### src/rtl/pkt_pkg.sv
package pkt_pkg;

    ////////////////////////////////////////////////////////////
    // register map
    ////////////////////////////////////////////////////////////
    localparam logic [3:0] ADDR_CTRL   = 4'h0;
    localparam logic [3:0] ADDR_CFG    = 4'h4;
    localparam logic [3:0] ADDR_STATUS = 4'h8;

    // sync pattern at the head of every frame
    localparam logic [7:0] HDR_BYTE0 = 8'h55;
    localparam logic [7:0] HDR_BYTE1 = 8'hAA;

    // two sync bytes plus two part bytes
    localparam logic [11:0] MIN_LEN = 12'd4;

    typedef enum logic [2:0] {
        IDLE = 3'h0,
        PREP = 3'h1,
        HEAD = 3'h2,
        WORK = 3'h3,
        LAST = 3'h4
    } wr_state_t;

    // cfg register, bus word or decoded fields
    typedef union packed {
        logic [31:0] raw;
        struct packed {
            logic [15:0] part;
            logic [3:0]  rsvd;
            logic [11:0] data_len;
        } f;
    } cfg_word_u;

endpackage
### src/rtl/frame_if.sv
`timescale 1ns/1ps

interface frame_if #(
    parameter int LEN_W = 12
) ();

    logic             fs;
    logic             fd;
    logic [LEN_W-1:0] data_len;
    logic [15:0]      part;

    // control side starts a frame, writer reports it done
    modport ctrl (
        output fs,
        output data_len,
        output part,
        input  fd
    );

    modport writer (
        input  fs,
        input  data_len,
        input  part,
        output fd
    );

endinterface

### src/rtl/pkt_src_top.sv
`timescale 1ns/1ps

module pkt_src_top #(
    parameter int FIFO_DEPTH = 16,
    parameter int LEN_W      = 12
) (
    input  logic        clk,
    input  logic        rst,
    input  logic [3:0]  s_awaddr,
    input  logic        s_awvalid,
    output logic        s_awready,
    input  logic [31:0] s_wdata,
    input  logic        s_wvalid,
    output logic        s_wready,
    output logic [1:0]  s_bresp,
    output logic        s_bvalid,
    input  logic        s_bready,
    input  logic [3:0]  s_araddr,
    input  logic        s_arvalid,
    output logic        s_arready,
    output logic [31:0] s_rdata,
    output logic [1:0]  s_rresp,
    output logic        s_rvalid,
    input  logic        s_rready,
    output logic [7:0]  tx_data,
    output logic        tx_valid,
    input  logic        tx_ready
);

    logic [7:0]  fw_data;
    logic        fw_en;
    logic        fifo_full;
    logic        csum_clr;
    logic [15:0] csum;

    frame_if #(.LEN_W(LEN_W)) frm_bus ();

    ////////////////////////////////////////////////////////////
    // register block and frame writer
    ////////////////////////////////////////////////////////////
    pkt_ctrl #(
        .LEN_W(LEN_W)
    ) u_ctrl (
        .clk       (clk),
        .rst       (rst),
        .s_awaddr  (s_awaddr),
        .s_awvalid (s_awvalid),
        .s_awready (s_awready),
        .s_wdata   (s_wdata),
        .s_wvalid  (s_wvalid),
        .s_wready  (s_wready),
        .s_bresp   (s_bresp),
        .s_bvalid  (s_bvalid),
        .s_bready  (s_bready),
        .s_araddr  (s_araddr),
        .s_arvalid (s_arvalid),
        .s_arready (s_arready),
        .s_rdata   (s_rdata),
        .s_rresp   (s_rresp),
        .s_rvalid  (s_rvalid),
        .s_rready  (s_rready),
        .frm       (frm_bus.ctrl),
        .csum_clr  (csum_clr),
        .csum      (csum)
    );

    fifo_write #(
        .LEN_W(LEN_W)
    ) u_writer (
        .clk     (clk),
        .rst     (rst),
        .frm     (frm_bus.writer),
        .full    (fifo_full),
        .wr_data (fw_data),
        .wr_en   (fw_en)
    );

    ////////////////////////////////////////////////////////////
    // byte path out
    ////////////////////////////////////////////////////////////
    byte_fifo #(
        .FIFO_DEPTH(FIFO_DEPTH)
    ) u_fifo (
        .clk      (clk),
        .rst      (rst),
        .wr_data  (fw_data),
        .wr_en    (fw_en),
        .full     (fifo_full),
        .rd_data  (tx_data),
        .rd_valid (tx_valid),
        .rd_ready (tx_ready)
    );

    // sums what the writer pushes, not what leaves
    tx_checksum u_csum (
        .clk     (clk),
        .rst     (rst),
        .clr     (csum_clr),
        .wr_en   (fw_en),
        .wr_data (fw_data),
        .csum    (csum)
    );

endmodule

### src/rtl/tx_checksum.sv
`timescale 1ns/1ps

module tx_checksum (
    input  logic        clk,
    input  logic        rst,
    input  logic        clr,
    input  logic        wr_en,
    input  logic [7:0]  wr_data,
    output logic [15:0] csum
);

    // plain additive sum, wraps at 16 bits
    always_ff @(posedge clk or posedge rst) begin
        if (rst) begin
            csum <= 16'd0;
        end else if (clr) begin
            csum <= 16'd0;
        end else if (wr_en) begin
            csum <= csum + {8'd0, wr_data};
        end
    end

endmodule

### src/rtl/byte_fifo.sv
`timescale 1ns/1ps

module byte_fifo #(
    parameter int FIFO_DEPTH = 16
) (
    input  logic       clk,
    input  logic       rst,
    input  logic [7:0] wr_data,
    input  logic       wr_en,
    output logic       full,
    output logic [7:0] rd_data,
    output logic       rd_valid,
    input  logic       rd_ready
);

    localparam int AW = $clog2(FIFO_DEPTH);

    logic [7:0]  mem [FIFO_DEPTH];
    logic [AW:0] wr_ptr;
    logic [AW:0] rd_ptr;
    logic        empty;
    logic        do_wr;
    logic        do_rd;

    // extra pointer bit separates full from empty
    assign empty = (wr_ptr == rd_ptr);
    assign full  = (wr_ptr[AW] != rd_ptr[AW]) && (wr_ptr[AW-1:0] == rd_ptr[AW-1:0]);

    assign do_wr = wr_en && !full;
    assign do_rd = rd_ready && !empty;

    // first word falls through
    assign rd_valid = !empty;
    assign rd_data  = mem[rd_ptr[AW-1:0]];

    always_ff @(posedge clk or posedge rst) begin
        if (rst) begin
            wr_ptr <= '0;
            rd_ptr <= '0;
        end else begin
            if (do_wr) begin
                wr_ptr <= wr_ptr + 1'b1;
            end
            if (do_rd) begin
                rd_ptr <= rd_ptr + 1'b1;
            end
        end
    end

    always_ff @(posedge clk) begin
        if (do_wr) begin
            mem[wr_ptr[AW-1:0]] <= wr_data;
        end
    end

endmodule

### src/rtl/fifo_write.sv
`timescale 1ns/1ps

module fifo_write
    import pkt_pkg::*;
#(
    parameter int LEN_W = 12
) (
    input  logic       clk,
    input  logic       rst,
    frame_if.writer    frm,
    input  logic       full,
    output logic [7:0] wr_data,
    output logic       wr_en
);

    wr_state_t        state;
    wr_state_t        next_state;
    logic [LEN_W-1:0] idx;
    logic             last_idx;

    assign last_idx = (idx == frm.data_len - LEN_W'(1));
    assign wr_en    = (state == WORK) && !full;
    assign frm.fd   = (state == LAST);

    always_ff @(posedge clk or posedge rst) begin
        if (rst) begin
            state <= IDLE;
        end else begin
            state <= next_state;
        end
    end

    always_comb begin
        next_state = state;
        case (state)
            IDLE: if (frm.fs) next_state = PREP;
            PREP: if (!full) next_state = HEAD;
            HEAD: next_state = WORK;
            WORK: if (last_idx && !full) next_state = LAST;
            // wait for control to drop fs
            LAST: if (!frm.fs) next_state = IDLE;
            default: next_state = IDLE;
        endcase
    end

    // byte index, stalls while the fifo is full
    always_ff @(posedge clk or posedge rst) begin
        if (rst) begin
            idx <= '0;
        end else if (state == WORK) begin
            if (!full) begin
                idx <= idx + LEN_W'(1);
            end
        end else begin
            idx <= '0;
        end
    end

    ////////////////////////////////////////////////////////////
    // byte select
    ////////////////////////////////////////////////////////////
    always_comb begin
        case (idx)
            LEN_W'(0): wr_data = HDR_BYTE0;
            LEN_W'(1): wr_data = HDR_BYTE1;
            LEN_W'(2): wr_data = frm.part[15:8];
            LEN_W'(3): wr_data = frm.part[7:0];
            default:   wr_data = idx[7:0];
        endcase
    end

endmodule

### src/rtl/pkt_ctrl.sv
`timescale 1ns/1ps

module pkt_ctrl
    import pkt_pkg::*;
#(
    parameter int LEN_W = 12
) (
    input  logic        clk,
    input  logic        rst,
    input  logic [3:0]  s_awaddr,
    input  logic        s_awvalid,
    output logic        s_awready,
    input  logic [31:0] s_wdata,
    input  logic        s_wvalid,
    output logic        s_wready,
    output logic [1:0]  s_bresp,
    output logic        s_bvalid,
    input  logic        s_bready,
    input  logic [3:0]  s_araddr,
    input  logic        s_arvalid,
    output logic        s_arready,
    output logic [31:0] s_rdata,
    output logic [1:0]  s_rresp,
    output logic        s_rvalid,
    input  logic        s_rready,
    frame_if.ctrl       frm,
    output logic        csum_clr,
    input  logic [15:0] csum
);

    cfg_word_u   cfg_reg;
    cfg_word_u   frm_cfg;
    logic        busy;
    logic        start_req;
    logic        wr_hs;
    logic        rd_hs;
    logic        len_ok;
    logic        launch;
    logic [15:0] frame_cnt;
    logic [31:0] rd_word;

    assign wr_hs  = s_awready && s_awvalid && s_wready && s_wvalid;
    assign rd_hs  = s_arready && s_arvalid;
    assign len_ok = (cfg_reg.f.data_len >= MIN_LEN);
    assign launch = start_req && !busy && len_ok;

    assign s_bresp = 2'b00;
    assign s_rresp = 2'b00;

    ////////////////////////////////////////////////////////////
    // axi4-lite handshakes
    ////////////////////////////////////////////////////////////
    always_ff @(posedge clk or posedge rst) begin
        if (rst) begin
            s_awready <= 1'b0;
            s_wready  <= 1'b0;
            s_bvalid  <= 1'b0;
            s_arready <= 1'b0;
            s_rvalid  <= 1'b0;
        end else begin
            // one-cycle accept, blocked while a response is pending
            s_awready <= s_awvalid && s_wvalid && !s_awready && !s_bvalid;
            s_wready  <= s_awvalid && s_wvalid && !s_awready && !s_bvalid;
            if (wr_hs) begin
                s_bvalid <= 1'b1;
            end else if (s_bready) begin
                s_bvalid <= 1'b0;
            end
            s_arready <= s_arvalid && !s_arready && !s_rvalid;
            if (rd_hs) begin
                s_rvalid <= 1'b1;
            end else if (s_rready) begin
                s_rvalid <= 1'b0;
            end
        end
    end

    always_comb begin
        case (s_araddr)
            ADDR_CTRL:   rd_word = {30'd0, busy, 1'b0};
            ADDR_CFG:    rd_word = cfg_reg.raw;
            ADDR_STATUS: rd_word = {frame_cnt, csum};
            default:     rd_word = 32'd0;
        endcase
    end

    always_ff @(posedge clk) begin
        if (rd_hs) begin
            s_rdata <= rd_word;
        end
    end

    ////////////////////////////////////////////////////////////
    // registers and frame sequencer
    ////////////////////////////////////////////////////////////
    always_ff @(posedge clk or posedge rst) begin
        if (rst) begin
            cfg_reg.raw <= 32'd0;
            start_req   <= 1'b0;
            csum_clr    <= 1'b0;
            frm.fs      <= 1'b0;
            busy        <= 1'b0;
            frame_cnt   <= 16'd0;
        end else begin
            start_req <= wr_hs && (s_awaddr == ADDR_CTRL) && s_wdata[0];
            if (wr_hs && (s_awaddr == ADDR_CFG)) begin
                cfg_reg.raw <= s_wdata;
            end
            csum_clr <= launch;
            if (launch) begin
                frm.fs <= 1'b1;
                busy   <= 1'b1;
            end else if (frm.fs && frm.fd) begin
                frm.fs    <= 1'b0;
                frame_cnt <= frame_cnt + 16'd1;
            end else if (busy && !frm.fs) begin
                // writer leaves LAST on this edge
                busy <= 1'b0;
            end
        end
    end

    // frame parameters frozen for the whole frame
    always_ff @(posedge clk) begin
        if (launch) begin
            frm_cfg <= cfg_reg;
        end
    end

    assign frm.data_len = LEN_W'(frm_cfg.f.data_len);
    assign frm.part     = frm_cfg.f.part;

endmodule

### config.mk
export PLATFORM = sky130hd
export DESIGN_NAME = pkt_src_top
export DESIGN_NICKNAME = d
export VERILOG_FILES = /design/src/rtl/pkt_pkg.sv /design/src/rtl/frame_if.sv /design/src/rtl/pkt_src_top.sv /design/src/rtl/tx_checksum.sv /design/src/rtl/byte_fifo.sv /design/src/rtl/fifo_write.sv /design/src/rtl/pkt_ctrl.sv
export SDC_FILE = /design/constraint.sdc
export NUM_CORES = 1
export LEC_CHECK = 0
export ABC_AREA = 1
export BUFFER_PORTS_ARGS = -buffer_cell sky130_fd_sc_hd__buf_2
export CAP_MARGIN = 20
export CORE_MARGIN = 3
export CORE_UTILIZATION = 45
export CTS_CLUSTER_SIZE = 10
export DETAILED_ROUTE_END_ITERATION = 10
export SYNTH_ARGS = -nofsm -noshare
export SYNTH_HDL_FRONTEND = slang
export SYNTH_SLANG_ARGS = --single-unit
export TNS_END_PERCENT = 20
### constraint.sdc
create_clock -name clk -period 10.7 [get_ports clk]
set_input_delay 1.07 -clock clk [delete_from_list [all_inputs] [get_ports clk]]
set_output_delay 1.07 -clock clk [all_outputs]
set_load 0.01 [all_outputs]
==> results of run 1 <==
==> per-layer routing <==
| layer | vias to the layer above | routed length [um] | GRT usage (%) |
|---|---|---|---|
| met1 | 4487 | 14780 | 31.34 |
| met3 | 45 | 2646 | 5.318 |
| met5 | - | 13 | 0 |
| li1 | 4447 | - | - |
| met2 | 334 | 14440 | 31.31 |
| met4 | 2 | 586 | 5.015 |
==> cells by family after synthesis <==
group                    after synthesis
XOR/XNOR                              39
flip-flops                           285
buffers and inverters                188
AO/OA/AOI/OAI                        242
other                                  1
AND/OR/NAND/NOR                      450
adder cells (fa/ha/maj)               22
==> stage by stage <==
| step | utilization [%] | setup WS, ns |
|---|---|---|
| after floorplan | - | 7.096 |
| after global placement | 49.15 | 6.956 |
| after detailed placement | 49.15 | 6.916 |
| after CTS | 53.03 | 6.887 |
| after global routing | 53.07 | 6.539 |
| final | 53.07 | 6.848 |
==> report_power, final <==
part / internal, mW / total [mW] / switching (mW) / leakage [nW]
Sequential: 1.39 / 1.49 / 0.0925 / 2.86
Combinational: 0.359 / 1.17 / 0.812 / 2.65
Clock: 0.663 / 1.10 / 0.437 / 0.516
Total: 2.42 / 3.76 / 1.34 / 6.03
==> worst max-delay path: stages (launching register included) <==
cell	delay, ns
dfrtp_1	0.59
inv_1	0.29
nor2_1	0.13
inv_1	0.36
a21oi_1	0.07
a221oi_1	0.43
o21ai_0	0.16
nand2_1	0.08
buf_2	0.13
==> layout make-up <==
type                    instances  area [sq um]  area share (%)
inverters                     142         543.0           3.653
clock buffers                  60         999.7           6.726
multi-input cells             757          4093           27.53
flip-flops and latches        285          8074           54.32
repair buffers                110         596.8           4.015
clock inverters                 4         85.08          0.5724
well taps                     378         473.0           3.182
==> worst paths after layout <==
kind | startpoint | end
worst max-delay path | u_fifo.rd_ptr[2]$_DFFE_PP0P_ | tx_data[7]
worst max register to register | u_writer.idx[1]$_DFFE_PP0P_ | u_csum.csum[14]$_DFFE_PP0P_
max in group asynchronous | rst | u_writer.idx[1]$_DFFE_PP0P_
worst min-delay path | u_ctrl.cfg_reg[26]$_DFFE_PP0P_ | u_ctrl.frm_cfg[26]$_DFFE_PP_
worst min register to register | u_ctrl.cfg_reg[26]$_DFFE_PP0P_ | u_ctrl.frm_cfg[26]$_DFFE_PP_
min in group asynchronous | rst | u_csum.csum[9]$_DFFE_PP0P_
==> cells in the final DEF, fill, tap and decap left out, types with 4 or more instances in the layout <==
master / n
o21ai_1: 8
o22ai_1: 46
buf_4: 16
edfxtp_1: 188
xnor2_1: 5
clkbuf_16: 35
nor3_1: 16
a31oi_1: 6
nor2_2: 8
nor2_1: 136
xor2_1: 34
nand2_1: 179
a221oi_1: 11
inv_1: 131
dfrtp_1: 96
buf_2: 93
inv_2: 7
a21oi_1: 76
clkbuf_1: 22
nand3_1: 54
nand4_1: 25
o221ai_1: 6
nor2_4: 4
o21ai_0: 74
ha_1: 21
conb_1: 4
==> impl_metrics.env, run 1 <==
export IMPL_status="completed"
export IMPL_finalCriticalPeriod_ns=3.852
export IMPL_io_pins=98
export IMPL_cp_required_ns=9.63
export IMPL_portBuffers=93
export IMPL_antenna_found_initial=1
export IMPL_worstSetupPathType="flip-flop to output port"
export IMPL_async_flop_share_pct=34.04
export IMPL_antenna_left=0
export IMPL_postCtsResizedCells=0
export IMPL_drive_gt1_share_pct=14.65
export IMPL_cts_htree_levels=2
export IMPL_stdcell_area_sq_mm=0.01486
export IMPL_finalSetupViolations=0
export IMPL_clkLatencyLatePin_ns=0.52
export IMPL_routed_via_density=5.366
export IMPL_slew_headroom_pct=26.79
export IMPL_drt_iter0_drc=823
export IMPL_place_inst=1671
export IMPL_gr_total_overflow=0
export IMPL_drv_cap=0
export IMPL_ys_seq_area_share_pct=62.48
export IMPL_nFillCells=2514
export IMPL_synth_flop_cell="edfxtp_1"
export IMPL_fmax_mhz=259.6
export IMPL_synth_xor_area_share_pct=2.644
export IMPL_fin_skew_ns=0.02667
export IMPL_power_density_mw_per_mm2=252.7
export IMPL_grt_start_max_net_pins=68
export IMPL_grt_first_pass_wirelength_um=50670
export IMPL_syn_inst=1227
export IMPL_drc=0
export IMPL_synth_most_common_cell="edfxtp_1"
export IMPL_synth_simple_area_share_pct=15.77
export IMPL_report_final_slew_viol_count=0
export IMPL_synth_area_mux_share_pct=0
export IMPL_cts_root_buffer="clkbuf_16"
export IMPL_finalPower_mw=3.756
export IMPL_dp_hpwl_um=22340
export IMPL_synth_common_cells="188 x edfxtp_1, 179 x nand2_1, 136 x nor2_1"
export IMPL_grt_pass1_vias=8828
export IMPL_hold_class="flip-flop to flip-flop"
export IMPL_grt_total_usage_pct=21.07
export IMPL_min_path_cells=0
export IMPL_synth_compound_area_share_pct=10.81
export IMPL_die_h_um=175.4
export IMPL_start_kind="flip-flop"
export IMPL_syn_to_final_growth_pct=15.05
export IMPL_postCtsSetupBuffers=0
export IMPL_avgSynthCellArea_sq_um=10.53
export IMPL_cts_tree="yes"
export IMPL_drtPass1Iterations=5
export IMPL_final_nets=1401
export IMPL_critPathArrivalTime_ns=2.78
export IMPL_whs_ns=0.4381
export IMPL_cts_buffers_inserted=35
export IMPL_synth_top_family_by_area="simple AND/OR/NAND/NOR gates"
export IMPL_cts_sinks=285
export IMPL_ys_seq_elements=285
export IMPL_synth_top_area_cell="edfxtp_1"
export IMPL_worst_pin_slew_ns=1.094
export IMPL_crit_fanout=16
export IMPL_ys_types=51
export IMPL_vias=9315
export IMPL_gp_congestion=0.9060
export IMPL_core_area_sq_mm=0.02801
export IMPL_largest_register_ffs=128
export IMPL_wirelength_um=32460
export IMPL_leakagePower_nw=6.025
export IMPL_ys_warnings_count=0
export IMPL_wire_per_inst_um=18.70
export IMPL_clk_pin_slew_ns=0.06
export IMPL_cts_hold_buf=0
export IMPL_max_vdd_ir_drop_mv=0.1442
export IMPL_netlist_area_sq_mm=0.01292
export IMPL_synthAdderAreaFrac_pct=2.189
export IMPL_end_kind="output port"
export IMPL_rows=61
export IMPL_diodes=0
export IMPL_rrSetupSlack_ns=6.92
export IMPL_finalNonFillerCells=1736
export IMPL_die_x_um=175.4
export IMPL_synth_edf_count=188
export IMPL_yosys_area_top_type_share_pct=43.70
export IMPL_die_area_sq_mm=0.03078
export IMPL_rsz0062_at_grt="false"
export IMPL_finalCritPeriodShare_pct=36.00
export IMPL_hold_violations=0
export IMPL_fin_tns_setup_ns=0
export IMPL_dpl_cell_area_sq_mm=0.01377
export IMPL_initial_core_util_pct=46.12
export IMPL_synth_area_leaders="edfxtp_1 44%, dfrtp_1 19%, nand2_1 5.2%"
export IMPL_clk_path_buf_depth=3
export IMPL_ff2ff_path_depth=17
(Power assumes the default switching activity.)
==> run 2: changes to the inputs <==
--- a/config.mk
+++ b/config.mk
@@ -5,13 +5,14 @@
 export SDC_FILE = /design/constraint.sdc
 export NUM_CORES = 1
 export LEC_CHECK = 0
-export ABC_AREA = 1
+export ABC_AREA = 0
 export BUFFER_PORTS_ARGS = -buffer_cell sky130_fd_sc_hd__buf_2
 export CAP_MARGIN = 20
 export CORE_MARGIN = 3
 export CORE_UTILIZATION = 45
 export CTS_CLUSTER_SIZE = 10
 export DETAILED_ROUTE_END_ITERATION = 10
+export PLACE_DENSITY = 0.65
 export SYNTH_ARGS = -nofsm -noshare
 export SYNTH_HDL_FRONTEND = slang
 export SYNTH_SLANG_ARGS = --single-unit
==> constraint.sdc (replaced) <==
create_clock -name clk -period 3.1 [get_ports clk]
set_input_delay 0.31 -clock clk [delete_from_list [all_inputs] [get_ports clk]]
set_output_delay 0.31 -clock clk [all_outputs]
set_load 0.01 [all_outputs]
==> run 2 against run 1 <==
  * Total power grew to 3.7 times the previous value
  * The run now ends with negative hold slack, negative setup slack left
  * Highest routed layer is now met4
  * Utilization grew 2.8 points
  * Sequential power grew to 3.6 times the previous value
  * Critical path depth up 6
  * First-iteration DRC count is 36% lower
  * Count of clock-buffer cells in the layout shrank 1
  * Die area decreased by 4.9%
  * Area after synthesis fell by 5.1%
  * Sequential share of layout area grew 0.39 points
  * Flip-flop and latch count did not move
  * Synthesized cell count is 30% lower
  * Critical path type is now flip-flop to flip-flop
  * Register-to-register slack worse by 7.0 ns
==> impl_metrics.env, run 2 <==
export IMPL_drive_gt1_share_pct=28.64
export IMPL_drc=0
export IMPL_ys_seq_area_share_pct=65.83
export IMPL_layout_commonest_cell="edfxtp_1"
export IMPL_start_kind="flip-flop"
export IMPL_syn_to_final_growth_pct=20.40
export IMPL_violations="negative hold slack, negative setup slack"
export IMPL_rrSetupSlack_ns=-0.03
export IMPL_yosys_area_top_type_share_pct=46.04
export IMPL_wire_per_inst_um=20.17
export IMPL_cts_tree="yes"
export IMPL_critPathArrivalTime_ns=3.57
export IMPL_cp_endpoint="u_csum.csum[8]$_DFFE_PP0P_"
export IMPL_crit_path_frequent_cell="inv_2"
export IMPL_drv_cap=0
export IMPL_grt_pass1_vias=7844
export IMPL_antenna_found_initial=0
export IMPL_drt_iter0_drc=527
export IMPL_rows=59
export IMPL_leakagePower_nw=5.874
export IMPL_synth_area_leaders="edfxtp_1 46%, dfrtp_1 20%, mux2_2 3.9%"
export IMPL_grt_start_max_net_pins=66
export IMPL_gr_total_overflow=0
export IMPL_crit_fanout=5
export IMPL_slowest_delay_ns=0.46
export IMPL_final_nets=1095
export IMPL_clk_path_buf_depth=3
export IMPL_ys_seq_elements=285
export IMPL_finalCritPeriodShare_pct=101.0
export IMPL_ff_latch_area_sq_mm=0.008077
export IMPL_ys_types=53
export IMPL_syn_inst=860
export IMPL_clk_pin_slew_ns=0.05
export IMPL_cts_root_buffer="clkbuf_16"
export IMPL_max_vdd_ir_drop_mv=0.4085
export IMPL_clkLatencyLatePin_ns=0.52
export IMPL_grt_total_usage_pct=19.50
export IMPL_finalNonFillerCells=1386
export IMPL_multi_input_area_sq_mm=0.004105
export IMPL_cp_required_ns=3.53
export IMPL_core_area_sq_mm=0.02643
export IMPL_dp_hpwl_um=18740
export IMPL_avgSynthCellArea_sq_um=14.26
export IMPL_initial_core_util_pct=46.40
export IMPL_end_kind="flip-flop"
export IMPL_cts_buffers_inserted=35
export IMPL_synth_common_cells="188 x edfxtp_1, 97 x dfrtp_1, 57 x nand2_1"
export IMPL_synth_flop_cell="edfxtp_1"
export IMPL_ff2ff_path_depth=14
export IMPL_fmax_mhz=319.3
export IMPL_synth_top_area_cell="edfxtp_1"
export IMPL_finalSetupViolations=4
export IMPL_netlist_area_sq_mm=0.01226
export IMPL_gp_congestion=0.8693
export IMPL_report_final_slew_viol_count=0
export IMPL_fin_skew_ns=0.02595
export IMPL_rsz0062_at_grt="true"
export IMPL_timing_final_ws_setup_ns=-0.03227
export IMPL_cts_sinks=285
export IMPL_r2r_end="u_csum.csum[8]$_DFFE_PP0P_"
export IMPL_hold_class="input port to async pin"
export IMPL_drtPass1Iterations=5
export IMPL_hold_violations=44
export IMPL_crit_path_start="u_writer.idx[0]$_DFFE_PP0P_"
export IMPL_cts_htree_levels=2
export IMPL_finalCriticalPeriod_ns=3.132
export IMPL_synth_edf_count=188
export IMPL_worstSetupPathType="flip-flop to flip-flop"
export IMPL_worst_pin_slew_ns=0.8253
export IMPL_vias=7647
export IMPL_ys_warnings_count=0
export IMPL_crit_slowest_cell="o41ai_4"
export IMPL_status="complete, but fails checks"
export IMPL_nFillCells=2108
export IMPL_largest_register_ffs=128
export IMPL_grt_first_pass_wirelength_um=44130
export IMPL_diodes=0
export IMPL_wirelength_um=27950
export IMPL_slew_headroom_pct=44.98
export IMPL_die_x_um=171.1
export IMPL_power_density_mw_per_mm2=942.3
export IMPL_synth_most_common_cell="edfxtp_1"
export IMPL_die_h_um=171.1
export IMPL_path_cells="inv_2 -> ha_4 -> o41ai_4 -> nand2_1 -> o31ai_4 -> ha_2 -> inv_2 -> fa_2 -> o21ai_2 -> a31oi_2 -> o21a_2 -> buf_4 -> or3_4 -> a21oi_2"
export IMPL_portBuffers=93
export IMPL_whs_ns=-0.03485
export IMPL_final_cell_mix="188 x edfxtp_1, 94 x dfrtp_1, 93 x buf_2"
export IMPL_io_pins=98
export IMPL_antenna_left=0
export IMPL_routed_via_density=5.517
export IMPL_r2r_start="u_writer.idx[0]$_DFFE_PP0P_"
export IMPL_die_area_sq_mm=0.02927
export IMPL_async_flop_share_pct=34.04
export IMPL_place_inst=1316
export IMPL_finalPower_mw=13.91
-- run 2: metal layers --
layer / vias to the layer above / global-route usage [%] / wire (um)
li1: 3584 / - / -
met1: 3812 / 27.02 / 12280
met2: 207 / 30.98 / 13310
met3: 44 / 3.512 / 1429
met4: 0 / 7.453 / 937
met5: - / 0 / 0
-- run 2: what timing repair did --
item / CTS / global route
endpoints found under the hold margin: 1 / 0
setup buffers: 5 / 1
gates resized for setup: 4 / 5
endpoints found under the setup margin: 5 / 8
pin swaps: 8 / 10
hold buffers: 1 / 0
-- run 2: how the worst min path moves through the flow --
stage | cells past startpoint | end | slack [ns] | startpoint
3_5_place_dp | 1 | u_ctrl.s_arready$_DFF_PP0_ | 0.44 | u_ctrl.s_arready$_DFF_PP0_
5_1_grt | 2 | u_ctrl.cfg_reg[21]$_DFFE_PP0P_ | 0.01 | s_wdata[21]
3_3_place_gp | 1 | u_ctrl.s_arready$_DFF_PP0_ | 0.43 | u_ctrl.s_arready$_DFF_PP0_
2_1_floorplan | 1 | u_ctrl.s_bvalid$_DFFE_PP0P_ | 0.41 | s_bready
4_1_cts | 2 | u_fifo.rd_ptr[2]$_DFFE_PP0P_ | 0.004 | rst
6_report | 2 | u_fifo.rd_ptr[1]$_DFFE_PP0P_ | -0.03 | rst
-- run 2: area by class of cell --
type / instances / area share (%)
timing repair buffer: 167 / 7.102
clock buffer: 59 / 6.686
tap: 335 / 2.839
clock inverter: 4 / 0.2627
multi-input combinational: 513 / 27.81
sequential: 285 / 54.70
inverter: 23 / 0.6017
-- run 2: logic make-up after synthesis --
family	synth area share, %
simple gates	7.805
mux	8.928
fa+ha+maj	2.306
other cells	0.03058
flops	65.83
compound gates	8.489
xor+xnor	4.428
buf+inv	2.183
-- run 2: stage by stage --
step / setup TNS [ns] / cell area [sq um] / util, % / setup slack, ns / hold WS, ns
finish: -0.06276 / 14760 / 55.87 / -0.03227 / -0.03485
detailed placement: -0.3517 / 13630 / 51.56 / -0.1228 / 0.4446
global route: -0.7542 / 14760 / 55.87 / -0.1655 / 0.01266
global placement: -0.1673 / 13630 / 51.56 / -0.09328 / 0.4331
floorplan: -0.6391 / 12410 / - / -0.2134 / 0.4064
CTS: -0.3607 / 14740 / 55.76 / -0.1144 / 0.003898
-- run 2: power breakdown --
group | internal [mW] | switching [mW]
Clock | 2.17 | 1.47
Combinational | 2.08 | 2.78
Sequential | 5.04 | 0.372
-- run 2: critical path, delay by kind of cell, from the launching register on --
kind,cells,cell delay (ns)
AO/OA/AOI/OAI,6,1.17
adder cells (fa/ha/maj),3,0.74
buffers and inverters,3,0.27
flip-flops,1,0.40
AND/OR/NAND/NOR,2,0.47
==> run 3: changes to the inputs <==
--- a/config.mk
+++ b/config.mk
@@ -5,14 +5,14 @@
 export SDC_FILE = /design/constraint.sdc
 export NUM_CORES = 1
 export LEC_CHECK = 0
-export ABC_AREA = 0
+export ABC_AREA = 1
 export BUFFER_PORTS_ARGS = -buffer_cell sky130_fd_sc_hd__buf_2
 export CAP_MARGIN = 20
 export CORE_MARGIN = 3
 export CORE_UTILIZATION = 45
+export CTS_BUF_LIST = sky130_fd_sc_hd__clkbuf_16
 export CTS_CLUSTER_SIZE = 10
 export DETAILED_ROUTE_END_ITERATION = 10
-export PLACE_DENSITY = 0.65
 export SYNTH_ARGS = -nofsm -noshare
 export SYNTH_HDL_FRONTEND = slang
 export SYNTH_SLANG_ARGS = --single-unit
==> constraint.sdc (replaced) <==
create_clock -name clk -period 3.7 [get_ports clk]
set_input_delay 0.37 -clock clk [delete_from_list [all_inputs] [get_ports clk]]
set_output_delay 0.37 -clock clk [all_outputs]
set_load 0.01 [all_outputs]
==> run 3 against run 2 <==
  * The run now ends clean
  * Non-clock buffer count decreased by 40
  * Wire length grew 17%
  * First-iteration DRC count increased by 74%
  * Count of clock-buffer cells in the layout decreased by 22
  * Worst setup slack better by 0.35 ns
  * Worst hold slack better by 0.068 ns
  * Critical endpoint is now u_csum.csum[14]$_DFFE_PP0P_
  * Largest power group unchanged
==> impl_metrics.env, run 3 (synthesis results as in run 1) <==
export IMPL_drive_gt1_share_pct=15.66
export IMPL_cts_buffers_inserted=35
export IMPL_worst_pin_slew_ns=0.9515
export IMPL_largest_register_ffs=128
export IMPL_dp_hpwl_um=22380
export IMPL_gp_congestion=0.9017
export IMPL_grt_pass1_vias=9293
export IMPL_layout_commonest_cell="edfxtp_1"
export IMPL_cts_root_buffer="clkbuf_16"
export IMPL_grt_first_pass_wirelength_um=51690
export IMPL_drv_cap=0
export IMPL_grt_start_max_net_pins=70
export IMPL_start_kind="flip-flop"
export IMPL_hold_violations=0
export IMPL_final_cell_mix="188 x edfxtp_1, 179 x nand2_1, 150 x inv_1"
export IMPL_vias=9463
export IMPL_power_density_mw_per_mm2=729.6
export IMPL_hold_class="input port to flip-flop"
export IMPL_report_final_slew_viol_count=0
export IMPL_nFillCells=2499
export IMPL_wire_per_inst_um=18.66
export IMPL_fin_skew_ns=0.01657
export IMPL_core_area_sq_mm=0.02801
export IMPL_fin_tns_setup_ns=0
export IMPL_die_area_sq_mm=0.03078
export IMPL_end_kind="flip-flop"
export IMPL_drc=0
export IMPL_antenna_found_initial=0
export IMPL_crit_fanout=8
export IMPL_portBuffers=93
export IMPL_place_inst=1689
export IMPL_antenna_left=0
export IMPL_finalNonFillerCells=1751
export IMPL_cts_tree="yes"
export IMPL_max_vdd_ir_drop_mv=0.3587
export IMPL_gr_total_overflow=0
export IMPL_worstSetupPathType="flip-flop to flip-flop"
export IMPL_syn_to_final_growth_pct=15.97
export IMPL_crit_path_frequent_cell="nor2_1"
export IMPL_finalSetupViolations=0
export IMPL_die_x_um=175.4
export IMPL_finalPower_mw=10.93
export IMPL_cts_htree_levels=2
export IMPL_ff_latch_area_sq_mm=0.008074
export IMPL_multi_input_area_sq_mm=0.004093
export IMPL_cp_required_ns=4.10
export IMPL_leakagePower_nw=6.195
export IMPL_io_pins=98
export IMPL_min_path_cells=2
export IMPL_timing_final_ws_setup_ns=0.3179
export IMPL_status="completed"
export IMPL_crit_slowest_cell="dfrtp_1"
export IMPL_initial_core_util_pct=46.12
export IMPL_wirelength_um=32670
export IMPL_finalCriticalPeriod_ns=3.382
export IMPL_fmax_mhz=295.7
export IMPL_drtPass1Iterations=7
export IMPL_final_nets=1418
export IMPL_rows=61
export IMPL_grt_total_usage_pct=21.27
export IMPL_clk_pin_slew_ns=0.06
export IMPL_diodes=0
export IMPL_die_h_um=175.4
export IMPL_clk_path_buf_depth=3
export IMPL_critPathArrivalTime_ns=3.78
export IMPL_path_cells="nor2_2 -> nand3_1 -> inv_2 -> nand3_1 -> nand4_2 -> nor2_1 -> a31oi_1 -> ha_1 -> inv_1 -> fa_1 -> nor2_1 -> nor2_1 -> o21ai_0 -> nand3_1 -> nor3_2 -> nand2_1 -> nand2_1 -> nor2_1"
export IMPL_drt_iter0_drc=919
export IMPL_clkLatencyLatePin_ns=0.51
export IMPL_rsz0062_at_grt="false"
export IMPL_pre_cts_ws_ns=0.3113
export IMPL_postCtsSetupBuffers=0
export IMPL_cts_sinks=285
export IMPL_ff2ff_path_depth=18
export IMPL_finalCritPeriodShare_pct=91.41
export IMPL_routed_via_density=5.404
export IMPL_slowest_delay_ns=0.46
export IMPL_slew_headroom_pct=36.56
[run 3: path summary, 6_finish.rpt]
| check | to | slack (ns) | start |
|---|---|---|---|
| max | u_csum.csum[14]$_DFFE_PP0P_ | 0.32 | u_writer.idx[4]$_DFFE_PP0P_ |
| min | u_ctrl.s_bvalid$_DFFE_PP0P_ | 0.03 | s_bready |
| max reg2reg | u_csum.csum[14]$_DFFE_PP0P_ | 0.32 | u_writer.idx[4]$_DFFE_PP0P_ |
| min reg2reg | u_ctrl.frm_cfg[24]$_DFFE_PP_ | 0.44 | u_ctrl.cfg_reg[24]$_DFFE_PP0P_ |
| max in group asynchronous | u_ctrl.cfg_reg[26]$_DFFE_PP0P_ | 2.81 | rst |
| min in group asynchronous | u_ctrl.s_rvalid$_DFFE_PP0P_ | 0.06 | rst |
[run 3: metal layers]
layer  global-route usage [%]  vias to the layer above  share of wire (%)
met5                        0                        -                  0
met1                    31.62                     4584                 47
met4                    5.972                        0                2.5
met2                    32.53                      325                 45
met3                    3.524                       59                6.4
li1                         -                     4495                  -
[run 3: worst max-delay path, delay by kind of cell (launching register included)]
family / cells / cell delay (ns)
and+or+nand+nor: 12 / 1.48
buffers and inverters: 2 / 0.22
DFF: 1 / 0.46
AOI/OAI and AO/OA: 2 / 0.46
adders and majority gates: 2 / 0.66
[run 3: metrics by stage]
step | utilization (%) | cell area [sq um] | hold WS (ns)
2_1_floorplan | - | 12930 | 0.4249
3_3_place_gp | 49.68 | 13920 | 0.4321
3_5_place_dp | 49.68 | 13920 | 0.4298
4_1_cts | 53.49 | 14980 | 0.01695
5_1_grt | 53.49 | 14980 | 0.04257
6_report | 53.49 | 14980 | 0.03317
[run 3: where the power goes]
part           internal [mW]  total (mW)  switching [mW]
Clock                   1.87        3.15            1.28
Sequential              4.02        4.30           0.272
Combinational           1.09        3.48            2.39
Total                   6.98        10.9            3.95
[run 3: area by class of cell]
class | count | area share, %
Clock buffer | 37 | 6.180
Inverter | 142 | 3.624
Clock inverter | 25 | 0.9436
Sequential cell | 285 | 53.89
Timing Repair Buffer | 127 | 4.894
Multi-Input combinational cell | 757 | 27.32
Tap cell | 378 | 3.157
[run 3: timing repair]
action,4_1_cts,5_1_grt
hold buffers,0,0
endpoints found under the setup margin,0,1
resized for setup,0,1
